$ cat src/cart_map_pkg.sv
package cart_map_pkg;

    // ########################################################################
    // Address widths

    localparam int PRG_ADDR_BITS = 19;  // 512 KiB of PRG
    localparam int CHR_ADDR_BITS = 17;  // 128 KiB of CHR
    localparam int PRG_BANK_BITS = 14;  // Offset inside one 16 KiB PRG bank
    localparam int CHR_BANK_BITS = 13;  // Offset inside one 8 KiB CHR bank
    localparam logic [4:0] PRG_SIZE_LOG2_MAX = 5'd5;  // 32 banks of 16 KiB

    // ########################################################################
    // Encodings

    typedef enum logic [4:0] {
        MAP_NONE  = 5'd0,
        MAP_NROM  = 5'd1,
        MAP_UXROM = 5'd2,
        MAP_CNROM = 5'd3
    } map_id_e;

    typedef enum logic [3:0] {
        REG_MAPPER = 4'd0,
        REG_CLEAR  = 4'd1
    } host_reg_e;

    // ########################################################################
    // Bundles

    // Field order matches bits 11:0 of the host configuration word
    typedef struct packed {
        logic chr_ram;
        logic mirroring;              // Vertical when set
        logic [4:0] prg_size_log2;    // Number of 16 KiB banks as a power of two
        map_id_e select;
    } map_cfg_t;

    typedef struct packed {
        logic [15:0] addr;
        logic [7:0] data;
        logic rw;
        logic m2;
    } cpu_bus_t;

    typedef struct packed {
        logic [4:0] prg_bank;
        logic [1:0] chr_bank;
        logic bank_valid;
    } bank_t;

    typedef struct packed {
        logic [PRG_ADDR_BITS-1:0] prg_addr;
        logic prg_oe;
        logic [CHR_ADDR_BITS-1:0] chr_addr;
        logic chr_ce;
        logic chr_oe;
        logic chr_we;
    } mem_req_t;

    // Highest PRG bank number for a cart of 2**size_log2 banks
    function automatic logic [4:0] prg_bank_mask(input logic [4:0] size_log2);
        logic [5:0] banks;
        banks = 6'd1 << size_log2;
        return 5'(banks - 6'd1);
    endfunction

endpackage

$ cat src/host_reg_decode.sv
`timescale 1ns/100ps

module host_reg_decode (
    input logic clk,
    input logic async_reset,
    input logic [31:0] wr_reg,
    input cart_map_pkg::host_reg_e wr_reg_addr,
    input logic wr_reg_changed,
    output cart_map_pkg::map_cfg_t cfg,
    output logic bank_clear,
    output logic [31:0] status
);
    import cart_map_pkg::*;

    logic [2:0] wr_sync;
    logic wr_strobe;
    map_cfg_t new_cfg;

    // ########################################################################
    // Host strobe synchronizer

    always_ff @(posedge clk or posedge async_reset) begin
        if (async_reset) begin
            wr_sync <= '0;
        end else begin
            wr_sync <= {wr_sync[1:0], wr_reg_changed};
        end
    end

    assign wr_strobe = wr_sync[1] != wr_sync[2];  // Either toggle direction is a write

    // ########################################################################
    // Register decode

    always_comb begin
        new_cfg = map_cfg_t'(wr_reg[11:0]);
        if (new_cfg.prg_size_log2 > PRG_SIZE_LOG2_MAX) begin
            new_cfg.prg_size_log2 = PRG_SIZE_LOG2_MAX;  // Larger than the PRG memory
        end
    end

    always_ff @(posedge clk or posedge async_reset) begin
        if (async_reset) begin
            cfg <= '0;
            bank_clear <= 1'b0;
        end else begin
            bank_clear <= 1'b0;
            if (wr_strobe) begin
                case (wr_reg_addr)
                    REG_MAPPER: cfg <= new_cfg;
                    REG_CLEAR: bank_clear <= 1'b1;
                    default: ;  // Unknown registers are ignored
                endcase
            end
        end
    end

    assign status = {20'd0, cfg};

    // A single host toggle must give a single clear pulse downstream
    bank_clear_pulse: assert property (
        @(posedge clk) disable iff (async_reset)
        bank_clear |=> !bank_clear
    ) else $error("bank_clear held for more than one cycle");

endmodule

$ cat src/mapper_bank.sv
`timescale 1ns/100ps

module mapper_bank (
    input logic clk,
    input logic async_reset,
    input cart_map_pkg::cpu_bus_t cpu,
    input cart_map_pkg::map_cfg_t cfg,
    input logic bank_clear,
    output cart_map_pkg::bank_t bank
);
    import cart_map_pkg::*;

    logic [2:0] m2_sync;
    logic m2_fall;
    logic cpu_write;
    logic [4:0] size_mask;
    logic [4:0] prg_bank;
    logic [1:0] chr_bank;
    map_cfg_t cfg_q;
    logic select_changed;
    logic size_changed;
    logic known_mapper;

    // ########################################################################
    // CPU cycle end detection

    always_ff @(posedge clk or posedge async_reset) begin
        if (async_reset) begin
            m2_sync <= '0;
        end else begin
            m2_sync <= {m2_sync[1:0], cpu.m2};
        end
    end

    assign m2_fall = m2_sync[2] && !m2_sync[1];  // Seen between stages 2 and 3

    // Registers live at 8000 and up; address and data are still held by the CPU
    assign cpu_write = m2_fall && !cpu.rw && cpu.addr[15];

    // ########################################################################
    // Configuration tracking

    always_ff @(posedge clk or posedge async_reset) begin
        if (async_reset) begin
            cfg_q <= '0;
        end else begin
            cfg_q <= cfg;
        end
    end

    assign select_changed = cfg.select != cfg_q.select;
    assign size_changed = cfg.prg_size_log2 != cfg_q.prg_size_log2;
    assign size_mask = prg_bank_mask(cfg.prg_size_log2);
    assign known_mapper = cfg.select inside {MAP_NROM, MAP_UXROM, MAP_CNROM};

    // ########################################################################
    // Bank registers

    always_ff @(posedge clk or posedge async_reset) begin
        if (async_reset) begin
            prg_bank <= '0;
            chr_bank <= '0;
        end else if (bank_clear || select_changed) begin
            prg_bank <= '0;  // A newly selected mapper starts from bank 0
            chr_bank <= '0;
        end else if (cpu_write) begin
            case (cfg.select)
                MAP_UXROM: prg_bank <= cpu.data[4:0] & size_mask;
                MAP_CNROM: chr_bank <= cpu.data[1:0];
                default: ;  // NROM has no bank register
            endcase
        end else if (size_changed) begin
            prg_bank <= prg_bank & size_mask;  // Keep the bank inside a smaller cart
        end
    end

    assign bank = '{prg_bank: prg_bank, chr_bank: chr_bank, bank_valid: known_mapper};

    // Once the configuration has settled the bank must fit the PRG size
    prg_bank_in_size: assert property (
        @(posedge clk) disable iff (async_reset)
        (cfg == cfg_q) |-> ((prg_bank & ~size_mask) == 5'd0)
    ) else $error("prg_bank %0d outside mask %0h", prg_bank, size_mask);

endmodule

$ cat src/cart_bus_mux.sv
`timescale 1ns/100ps

module cart_bus_mux (
    input logic clk,
    input logic async_reset,
    input cart_map_pkg::cpu_bus_t cpu,
    input cart_map_pkg::map_cfg_t cfg,
    input cart_map_pkg::bank_t bank,
    input logic [13:0] ppu_addr,
    input logic ppu_rd,
    input logic ppu_wr,
    input logic [7:0] prg_rdata,
    input logic [7:0] chr_rdata,
    output cart_map_pkg::mem_req_t mem,
    output logic [7:0] cpu_data_out,
    output logic [7:0] ppu_data_out,
    output logic cpu_oe,
    output logic ppu_oe,
    output logic ciram_a10,
    output logic ciram_ce
);
    import cart_map_pkg::*;

    logic [4:0] bank_mask;
    logic [4:0] uxrom_bank;
    logic [PRG_ADDR_BITS-1:0] prg_mask;
    logic [PRG_ADDR_BITS-1:0] prg_linear;
    logic [PRG_ADDR_BITS-1:0] prg_banked;
    logic chr_ce;
    logic chr_oe;
    logic chr_we;

    // ########################################################################
    // PRG address

    assign bank_mask = prg_bank_mask(cfg.prg_size_log2);
    assign prg_mask = {bank_mask, {PRG_BANK_BITS{1'b1}}};

    // A 16 KiB cart mirrors its only bank across 8000 to FFFF
    assign prg_linear = PRG_ADDR_BITS'(cpu.addr[14:0]) & prg_mask;

    assign uxrom_bank = cpu.addr[14] ? bank_mask : bank.prg_bank;  // C000 and up is fixed
    assign prg_banked = {uxrom_bank, cpu.addr[PRG_BANK_BITS-1:0]} & prg_mask;

    // ########################################################################
    // Memory request

    always_comb begin
        case (cfg.select)
            MAP_UXROM: mem.prg_addr = prg_banked;
            MAP_NROM, MAP_CNROM: mem.prg_addr = prg_linear;
            default: mem.prg_addr = '0;
        endcase

        if (cfg.select == MAP_CNROM) begin
            mem.chr_addr = CHR_ADDR_BITS'({bank.chr_bank, ppu_addr[CHR_BANK_BITS-1:0]});
        end else begin
            mem.chr_addr = CHR_ADDR_BITS'(ppu_addr[CHR_BANK_BITS-1:0]);
        end

        mem.prg_oe = cpu_oe;
        mem.chr_ce = chr_ce;
        mem.chr_oe = chr_oe;
        mem.chr_we = chr_we;
    end

    // ########################################################################
    // Cart bus controls

    assign cpu_oe = cpu.m2 && cpu.rw && cpu.addr[15] && bank.bank_valid;
    assign cpu_data_out = prg_rdata;

    assign chr_ce = !ppu_addr[13] && bank.bank_valid;  // Pattern tables below 2000
    assign chr_oe = chr_ce && ppu_rd;
    assign chr_we = chr_ce && ppu_wr && cfg.chr_ram;
    assign ppu_oe = chr_ce && chr_oe;
    assign ppu_data_out = chr_rdata;

    assign ciram_ce = !(ppu_addr[13] && bank.bank_valid);  // Active low
    assign ciram_a10 = cfg.mirroring ? ppu_addr[10] : ppu_addr[11];

    chr_we_needs_ram: assert property (
        @(posedge clk) disable iff (async_reset)
        chr_we |-> cfg.chr_ram
    ) else $error("CHR write strobe with CHR ROM configured");

    cpu_oe_on_read: assert property (
        @(posedge clk) disable iff (async_reset)
        cpu_oe |-> cpu.rw
    ) else $error("Cart drives CPU data during a CPU write");

endmodule

$ cat src/cart_map_top.sv
`timescale 1ns/100ps

module cart_map_top (
    input logic clk,
    input logic async_reset,
    input logic m2,
    input logic [15:0] cpu_addr,
    input logic [7:0] cpu_data_in,
    input logic cpu_rw,
    output logic [7:0] cpu_data_out,
    output logic cpu_oe,
    input logic [13:0] ppu_addr,
    input logic ppu_rd,
    input logic ppu_wr,
    input logic [7:0] ppu_data_in,
    output logic [7:0] ppu_data_out,
    output logic ppu_oe,
    output logic ciram_a10,
    output logic ciram_ce,
    input logic [31:0] wr_reg,
    input cart_map_pkg::host_reg_e wr_reg_addr,
    input logic wr_reg_changed,
    output logic [31:0] status,
    output cart_map_pkg::mem_req_t mem,
    output logic [7:0] chr_wdata,     // CHR RAM write data from the PPU
    input logic [7:0] prg_rdata,
    input logic [7:0] chr_rdata
);
    import cart_map_pkg::*;

    cpu_bus_t cpu_bus;
    map_cfg_t cfg;
    bank_t bank;
    logic bank_clear;

    assign cpu_bus = '{addr: cpu_addr, data: cpu_data_in, rw: cpu_rw, m2: m2};
    assign chr_wdata = ppu_data_in;

    host_reg_decode host_reg_decode (
        .clk(clk),
        .async_reset(async_reset),
        .wr_reg(wr_reg),
        .wr_reg_addr(wr_reg_addr),
        .wr_reg_changed(wr_reg_changed),
        .cfg(cfg),
        .bank_clear(bank_clear),
        .status(status)
    );

    mapper_bank mapper_bank (
        .clk(clk),
        .async_reset(async_reset),
        .cpu(cpu_bus),
        .cfg(cfg),
        .bank_clear(bank_clear),
        .bank(bank)
    );

    cart_bus_mux cart_bus_mux (
        .clk(clk),
        .async_reset(async_reset),
        .cpu(cpu_bus),
        .cfg(cfg),
        .bank(bank),
        .ppu_addr(ppu_addr),
        .ppu_rd(ppu_rd),
        .ppu_wr(ppu_wr),
        .prg_rdata(prg_rdata),
        .chr_rdata(chr_rdata),
        .mem(mem),
        .cpu_data_out(cpu_data_out),
        .ppu_data_out(ppu_data_out),
        .cpu_oe(cpu_oe),
        .ppu_oe(ppu_oe),
        .ciram_a10(ciram_a10),
        .ciram_ce(ciram_ce)
    );

endmodule

$ cat config.mk
export PLATFORM = sky130hd
export DESIGN_NAME = cart_map_top
export DESIGN_NICKNAME = d
export VERILOG_FILES = /design/src/cart_map_pkg.sv /design/src/host_reg_decode.sv /design/src/mapper_bank.sv /design/src/cart_bus_mux.sv /design/src/cart_map_top.sv
export SDC_FILE = /design/constraint.sdc
export NUM_CORES = 1
export LEC_CHECK = 0
export BUFFER_PORTS_ARGS = -buffer_cell sky130_fd_sc_hd__buf_2
export CAP_MARGIN = 20
export CORE_ASPECT_RATIO = 1.4
export CORE_MARGIN = 3
export CORE_UTILIZATION = 35
export CTS_CLUSTER_DIAMETER = 150
export DETAILED_ROUTE_END_ITERATION = 10
export MAX_ROUTING_LAYER = met4
export PLACE_DENSITY = 0.77
export RECOVER_POWER = 50
export SKIP_LAST_GASP = 1
export SYNTH_ARGS = -nofsm -noshare
export SYNTH_HDL_FRONTEND = slang
export SYNTH_SLANG_ARGS = --single-unit
export TNS_END_PERCENT = 1
$ cat constraint.sdc
create_clock -name clk -period 3.25 [get_ports clk]
set_input_delay 0.325 -clock clk [delete_from_list [all_inputs] [get_ports clk]]
set_output_delay 0.325 -clock clk [all_outputs]
set_load 0.005 [all_outputs]
# After elaboration in Yosys (flattened, before gate mapping)
# Cells that the tools add are included.
dict set report classes {
  n_lt_le_gt_ge 1
  bitwise_logic 4
  reduce_logical 26
  n_mul 0
  mux 14
  n_addsub 1
  n_div 0
  eq_ne 8
  n_shift 1
}
# cell count
set op_table {}
lappend op_table {{$pmux W19 S2} 1}
lappend op_table {{$mux W5} 6}
lappend op_table {{$and A15 B19 Y19} 1}
lappend op_table {{$and A19 B19 Y19} 1}
lappend op_table {{$mux W15} 1}
lappend op_table {{$logic_and A1 B1 Y1} 12}
lappend op_table {{$and A5 B5 Y5} 2}
lappend op_table {{$eq A5 B2 Y1 const B} 2}
lappend op_table {{$ne A5 B5 Y1} 2}
lappend op_table {{$mux W2} 3}
lappend op_table {{$reduce_and A2 Y1} 3}
lappend op_table {{$reduce_bool A3 Y1} 2}
lappend op_table {{$eq A5 B1 Y1 const B} 1}
lappend op_table {{$gt A5 B3 Y1 const B} 1}
lappend op_table {{$shl A1 B5 Y5 const A} 1}
lappend op_table {{$sub A5 B1 Y5 const B} 1}
lappend op_table {{$eq A4 B1 Y1 const B} 1}
lappend op_table {{$logic_not A1 Y1} 4}
lappend op_table {{$logic_not A4 Y1} 1}
lappend op_table {{$reduce_bool A2 Y1} 2}
lappend op_table {{$mux W1} 3}
lappend op_table {{$ne A3 B2 Y1 const B} 1}
lappend op_table {{$reduce_or A2 Y1} 1}
lappend op_table {{$logic_or A1 B1 Y1} 1}
lappend op_table {{$ne A1 B1 Y1} 1}
dict set report word_totals {
  word_cells 66
  output_inout_bits 100
  regBits 36
  latch_bits 0
  inputBits 105
  rom_bits 0
  ramBits 0
  memories 0
}

# Logic depth before layout (Yosys ltp)
# Gate-level depths: netlist (run 1).
dict set report depth {
  depth_word 6
  mapped_depth 9
  depth_no_buf 9
}

# Hierarchy
# A second synthesis (run 1) with hierarchy kept.
dict set report unflattened {
  cells_unflattened 256
  hier_area_um2 2502.4
}
# mod seq_area_each_um2 cells_each n_inst area_per_inst_um2
set by_module_without_submodules {}
lappend by_module_without_submodules {mapper_bank 500.5 85 1 942.2}
lappend by_module_without_submodules {host_reg_decode 400.4 74 1 879.6}
lappend by_module_without_submodules {cart_bus_mux 0.0 89 1 620.6}
lappend by_module_without_submodules {cart_map_top 0.0 8 1 60.1}

# Worst setup path after synthesis (run 1)
# OpenSTA, ideal clock, no wires.
dict set report synth_path {
  path_type {register to output}
  start {register, netlist name host_reg_decode.cfg[9]}
  end {output mem[39] (netlist name)}
  slack_ns 0.978
  required_ns 2.925
  t_arrival_ns 1.947
  path_stages_with_launch 8
  path_buffers 0
  cell_sequence {dfrtp_1 -> or3_4 -> or3_1 -> ha_1 -> nor3_1 -> a22o_1 -> a22oi_1 -> nor3_1}
}
# element line_no
set synth_rtl {}
lappend synth_rtl {{to (decl)} cart_map_top.sv:24} ;# output cart_map_pkg::mem_req_t mem,

==> results of run 1 <==
==> cells by family (layout without fill, tap and decap cells) <==
group | count (synthesis) | in the layout | synth area share
buffers and inverters | 71 | 102 | 0.236
and+or+nand+nor | 58 | 58 | 0.165
DFF | 36 | 36 | 0.418
AOI/OAI and AO/OA | 25 | 25 | 0.0690
xor gates and xnor gates | 12 | 12 | 0.0487
muxes | 11 | 11 | 0.0563
adders and majority gates | 1 | 1 | 0.00580
other | 1 | 22 | 0.00174
==> stage by stage <==
stage | setup WS [ns] | instances | hold slack (ns) | utilization
after global routing | 0.215 | 337 | 0.134 | 0.405
after floorplan | 0.978 | 236 | 0.331 | -
after global placement | 0.761 | 329 | 0.335 | 0.387
after CTS | 0.412 | 337 | 0.138 | 0.405
after detailed placement | 0.744 | 329 | 0.339 | 0.387
final | 0.453 | 337 | 0.153 | 0.405
==> flip-flops by register name (all words and copies together), names as in the netlist <==
| name | count |
|---|---|
| mapper_bank.chr_bank | 2 |
| mapper_bank.prg_bank | 5 |
| mapper_bank.cfg_q | 10 |
| host_reg_decode.wr_sync | 3 |
| host_reg_decode.bank_clear | 1 |
| mapper_bank.m2_sync | 3 |
| host_reg_decode.cfg | 12 |
==> layer usage <==
| metal | part of all wire | track usage | up-vias |
|---|---|---|---|
| li1 | - | - | 730 |
| met1 | 0.38 | 0.151 | 723 |
| met2 | 0.51 | 0.215 | 81 |
| met3 | 0.085 | 0.0296 | 25 |
| met4 | 0.031 | 0.0709 | 0 |
| met5 | 0 | - | - |
==> layout make-up <==
cell class / instances / area, sq um / share of cell area
flip-flops and latches: 36 / 901 / 0.377
repair buffers: 91 / 455 / 0.191
clock inverters: 2 / 35.0 / 0.0147
well taps: 70 / 87.6 / 0.0367
multi-input cells: 129 / 826 / 0.346
inverters: 3 / 11.3 / 0.00471
clock buffers: 6 / 72.6 / 0.0304
==> cell usage in the layout, fill, tap and decap left out, types with 2 or more instances in the layout <==
cell type,instances
conb_1,22
and2_1,16
xnor2_1,8
o21ai_0,9
a21oi_1,8
nor2b_1,6
clkbuf_1,3
buf_2,88
inv_1,3
nor4_1,2
nand4_1,2
o21bai_1,3
mux2i_1,2
nor2_1,10
and4_1,3
mux2_2,9
xor2_1,4
dfrtp_1,36
nor3_1,6
clkbuf_8,5
nand2_1,3
==> path summary, 6_finish.rpt <==
kind,slack (ns),to,cells after the start,from
max in group asynchronous,1.48,mapper_bank.cfg_q[8],3,async_reset
setup / recovery,0.45,mem[39],8,host_reg_decode.cfg[7]
min in group asynchronous,0.70,mapper_bank.prg_bank[3],3,async_reset
setup reg to reg,0.97,mapper_bank.prg_bank[4],7,host_reg_decode.cfg[7]
hold reg to reg,0.35,host_reg_decode.wr_sync[1],0,host_reg_decode.wr_sync[0]
hold / removal,0.15,host_reg_decode.wr_sync[0],1,wr_reg_changed
==> worst max-delay path, stage by stage, from the launching register on <==
cell and delay (ns):
dfrtp_1 0.45, or3_4 0.42, or3_1 0.36, ha_1 0.26
nor3_1 0.15, a22o_1 0.14, a22oi_1 0.07, nor3_1 0.18
buf_2 0.15
==> power by group through the flow <==
stage	sequential (mW)	combinational [mW]	clock (mW)
global route	0.585	0.399	0.413
global placement	0.578	0.351	0
finish	0.573	0.355	0.379
floorplan	0.569	0.280	0
detailed placement	0.584	0.358	0
CTS	0.576	0.361	0.395
==> metrics.cfg, run 1 <==
[run_status]
status=complete, but fails checks
failed_checks=max-capacitance violations, max-slew violations

[clocking]
cts-resized-gates=0
cts_sinks=36
cts_buffers=5
cts_root_buffer=clkbuf_8
ctsHtreeMaxLevel=2
cts_tree=built
post_cts_buffers=0
postCtsHoldBufs=0
clock_path_buffers=2
clk_pin_slew_ns=0.07
clk_latency_ns=0.28

[yosys]
ys_warn_count=0
ys_types=38
synth_seq_area_share=0.418
ys_ff_latch=36
synth_edf_count=0
netlist_area_sq_mm=0.00216
syn_inst=215
yosys.cell_count.top_type=buf_4
yosys-top-cells-count=buf_4 (64), dfrtp_1 (36), and2_1 (16)
synthTopCellsByArea=dfrtp_1 (42%), buf_4 (22%), mux2_2 (4.7%), and2_1 (4.6%), xnor2_1 (3.2%)
synth-main-ff-cell=dfrtp_1
synth_top_area_share=0.418
synth_area_per_cell_sq_um=10.0
synthArstFlopShare=1.00
synth_top_area_cell=dfrtp_1

[pwr]
switching_share=0.297
total_power_mw=1.31
netSwitchingPower_mw=0.389
vdd_drop_max_v=0.000303
p_per_area_mw_per_mm2=547
intPower_mw=0.918
clkPwrFrac=0.290
power_frac_seq=0.439
p_comb_frac=0.271
p_leak_nw=1.27

[placed_design]
gp_congestion=0.829
place_area_sq_mm=0.00229
hpwl_mm=3.59
port_buffers=89

[setup_path]
cp_max_fo=7
setup.worst_path.class=reg2out
startpoint_type=register
cp.arrival_ns=2.47
crit_required_ns=2.92
cp-end-kind=primary output

[floorplan]
dieArea_sq_mm=0.00715
row_count=33
fp.dieH_um=98.9
start_util=0.365
coreArea_sq_mm=0.00590
fp.dieW_um=72.4
io_pins=205

[route]
drtPass1Iterations=5
post_drt_wl_per_cell_um=13.5
viasPerCell=4.63
drt_iter0_markers=113
detailroute.via_count=1559
final_antenna_net_count=0
drc=0
wirelength_mm=4.55

[sta]
fin_crit_sh=0.861
slew_viol_final=37
fin_tns_setup_ns=0
hold_viol=0
relSlewSlack=-0.245
finalClockSkew_ns=0.00688
setup_viol=0
tightest_slew_ns=1.87
fmax_ghz=0.357
period_needed_ns=2.80
rsz0062_at_grt=no

[layout]
fill_cells=584
finalInstanceArea_sq_mm=0.00239
syn2layout_area_growth_pct=10.7
fin_nets=372
antenna_cells=0
drive_gt1_frac=0.412

[run]
maxCapViolations=1

[global_route]
grt_usage=0.133
grt_pass1_vias=1505
grt_max_degree=37
grt_pass1_wl_mm=7.22
grt-ovfl-total=0
antenna_found_initial=0

[hold_path]
hp-class=in2reg

(Power assumes the default switching activity.)
==> run 2, diff against run 1 <==
==> constraint.sdc (replaced) <==
create_clock -name clk -period 3.25 [get_ports clk]
set_input_delay 0.325 -clock clk [delete_from_list [all_inputs] [get_ports clk]]
set_output_delay 0.325 -clock clk [all_outputs]
set_load 0.02 [all_outputs]
==> metrics.cfg, run 2 (same netlist as run 1, synthesis figures left out) <==
[layout]
syn2layout_area_growth_pct=9.40
final_common_cell=buf_2
fin_util=0.400
regMostFlops=host_reg_decode.cfg
mostFrequentLayoutCells=buf_2 (89), dfrtp_1 (36), conb_1 (22), and2_1 (16), nor2_1 (10)
antenna_cells=0
largest_register_ffs=12
multi_input_area_sq_um=826
largestRegisters=host_reg_decode.cfg: 12 flops, mapper_bank.cfg_q: 10 flops, mapper_bank.prg_bank: 5 flops
register_area_sq_um=901
fill_cells=582
fin_nets=372
drive_gt1_frac=0.414

[sta]
rsz0062_at_grt=no
fmax_ghz=0.352
setup_viol=0
hold_viol=0
fin_crit_sh=0.875
slew_viol_final=37
relSlewSlack=-0.259
fin_tns_setup_ns=0
period_needed_ns=2.84
tightest_slew_ns=1.89
finalClockSkew_ns=0.00447

[placed_design]
gp_congestion=0.828
port_buffers=89
hpwl_mm=3.62

[setup_path]
critPathBufInv=1
r2r_start=host_reg_decode.cfg[7]
crit_chain=or3_4 -> or3_1 -> ha_1 -> nor3_1 -> a22o_1 -> a22oi_1 -> nor3_1 -> buf_2
crit_path_max_incr_delay_ns=0.46
cp_slowest_cell=dfrtp_1
cp-end-kind=primary output
startpoint_type=register
cp_common_cell=nor3_1
crit_start=host_reg_decode.cfg[7]
path_delay_family=simple AND/OR/NAND/NOR gates
cp_max_fo=7
cp.arrival_ns=2.52
setup.worst_path.class=reg2out
crit_required_ns=2.92

[run]
maxCapViolations=1

[clocking]
cts_sinks=36
ctsHtreeMaxLevel=2
clk_latency_ns=0.28
cts_tree=built
cts-resized-gates=0
cts_buffers=5
post_cts_buffers=0
clock_path_buffers=2
cts_root_buffer=clkbuf_8
clk_pin_slew_ns=0.06
postCtsHoldBufs=0

[floorplan]
coreArea_sq_mm=0.00590
start_util=0.365
dieArea_sq_mm=0.00715
fp.dieH_um=98.9
io_pins=205
row_count=33
fp.dieW_um=72.4

[run_status]
failed_checks=max-capacitance violations, max-slew violations
status=complete, but fails checks

[hold_path]
min-delay-start=wr_reg_changed
hp-class=in2reg

[route]
wirelength_mm=4.54
drt_iter0_markers=51
final_antenna_net_count=0
drtPass1Iterations=4
detailroute.via_count=1530
viasPerCell=4.55
post_drt_wl_per_cell_um=13.5
drc=0

[global_route]
grt_pass1_wl_mm=7.13
grt_pass1_vias=1502
antenna_found_initial=0
grt_usage=0.133
grt-ovfl-total=0
grt_max_degree=37

[pwr]
p_comb_frac=0.345
vdd_drop_max_v=0.000275
netSwitchingPower_mw=0.475
clkPwrFrac=0.220
power_frac_seq=0.435
p_per_area_mw_per_mm2=557
switching_share=0.362
total_power_mw=1.31
intPower_mw=0.839
p_leak_nw=1.26

==> run 2: final timing paths <==
check                                        endpoint  slack (ns)  cells after the start
min                        host_reg_decode.wr_sync[0]        0.15                      1
max                                           mem[39]        0.41                      8
max in group asynchronous     host_reg_decode.cfg[10]        1.45                      3
max reg2reg                   mapper_bank.prg_bank[4]        0.97                      7
min reg2reg                host_reg_decode.wr_sync[1]        0.36                      0
min in group asynchronous  host_reg_decode.wr_sync[1]        0.71                      3
==> run 2: worst reg2reg max path, stage by stage, from the launching register on <==
cell,delay [ns]
dfrtp_1,0.46
or3_4,0.42
or3_1,0.36
ha_1,0.25
a22o_1,0.24
a22oi_1,0.18
o21bai_1,0.14
a21oi_1,0.09
==> run 2: cell type report <==
cell class | count | share of cell area
sequential | 36 | 0.382
multi-input combinational | 129 | 0.350
timing repair buffer | 91 | 0.194
tap | 70 | 0.0371
clock buffer | 6 | 0.0308
inverter | 3 | 0.00477
clock inverter | 1 | 0.00212
==> run 2: power by group through the flow <==
stage | clock network, mW | registers, mW | logic, mW
after floorplan | 0 | 0.605 | 0.373
after global placement | 0 | 0.578 | 0.452
after detailed placement | 0 | 0.583 | 0.458
after CTS | 0.304 | 0.574 | 0.460
after global routing | 0.319 | 0.587 | 0.496
final | 0.289 | 0.571 | 0.454
==> run 2: stage by stage <==
step	cells	area (sq um)	worst slack, ns	hold WS, ns
2_1_floorplan	236	2240	0.591	0.331
3_3_place_gp	329	2290	0.725	0.335
3_5_place_dp	329	2290	0.706	0.338
4_1_cts	336	2360	0.381	0.136
5_1_grt	336	2360	0.234	0.135
6_report	336	2360	0.406	0.147
==> run 2: metal layers <==
metal	routed length, um	GRT usage
met1	1660	0.144
met2	2320	0.220
met3	417	0.0265
met4	145	0.0796
met5	0	-
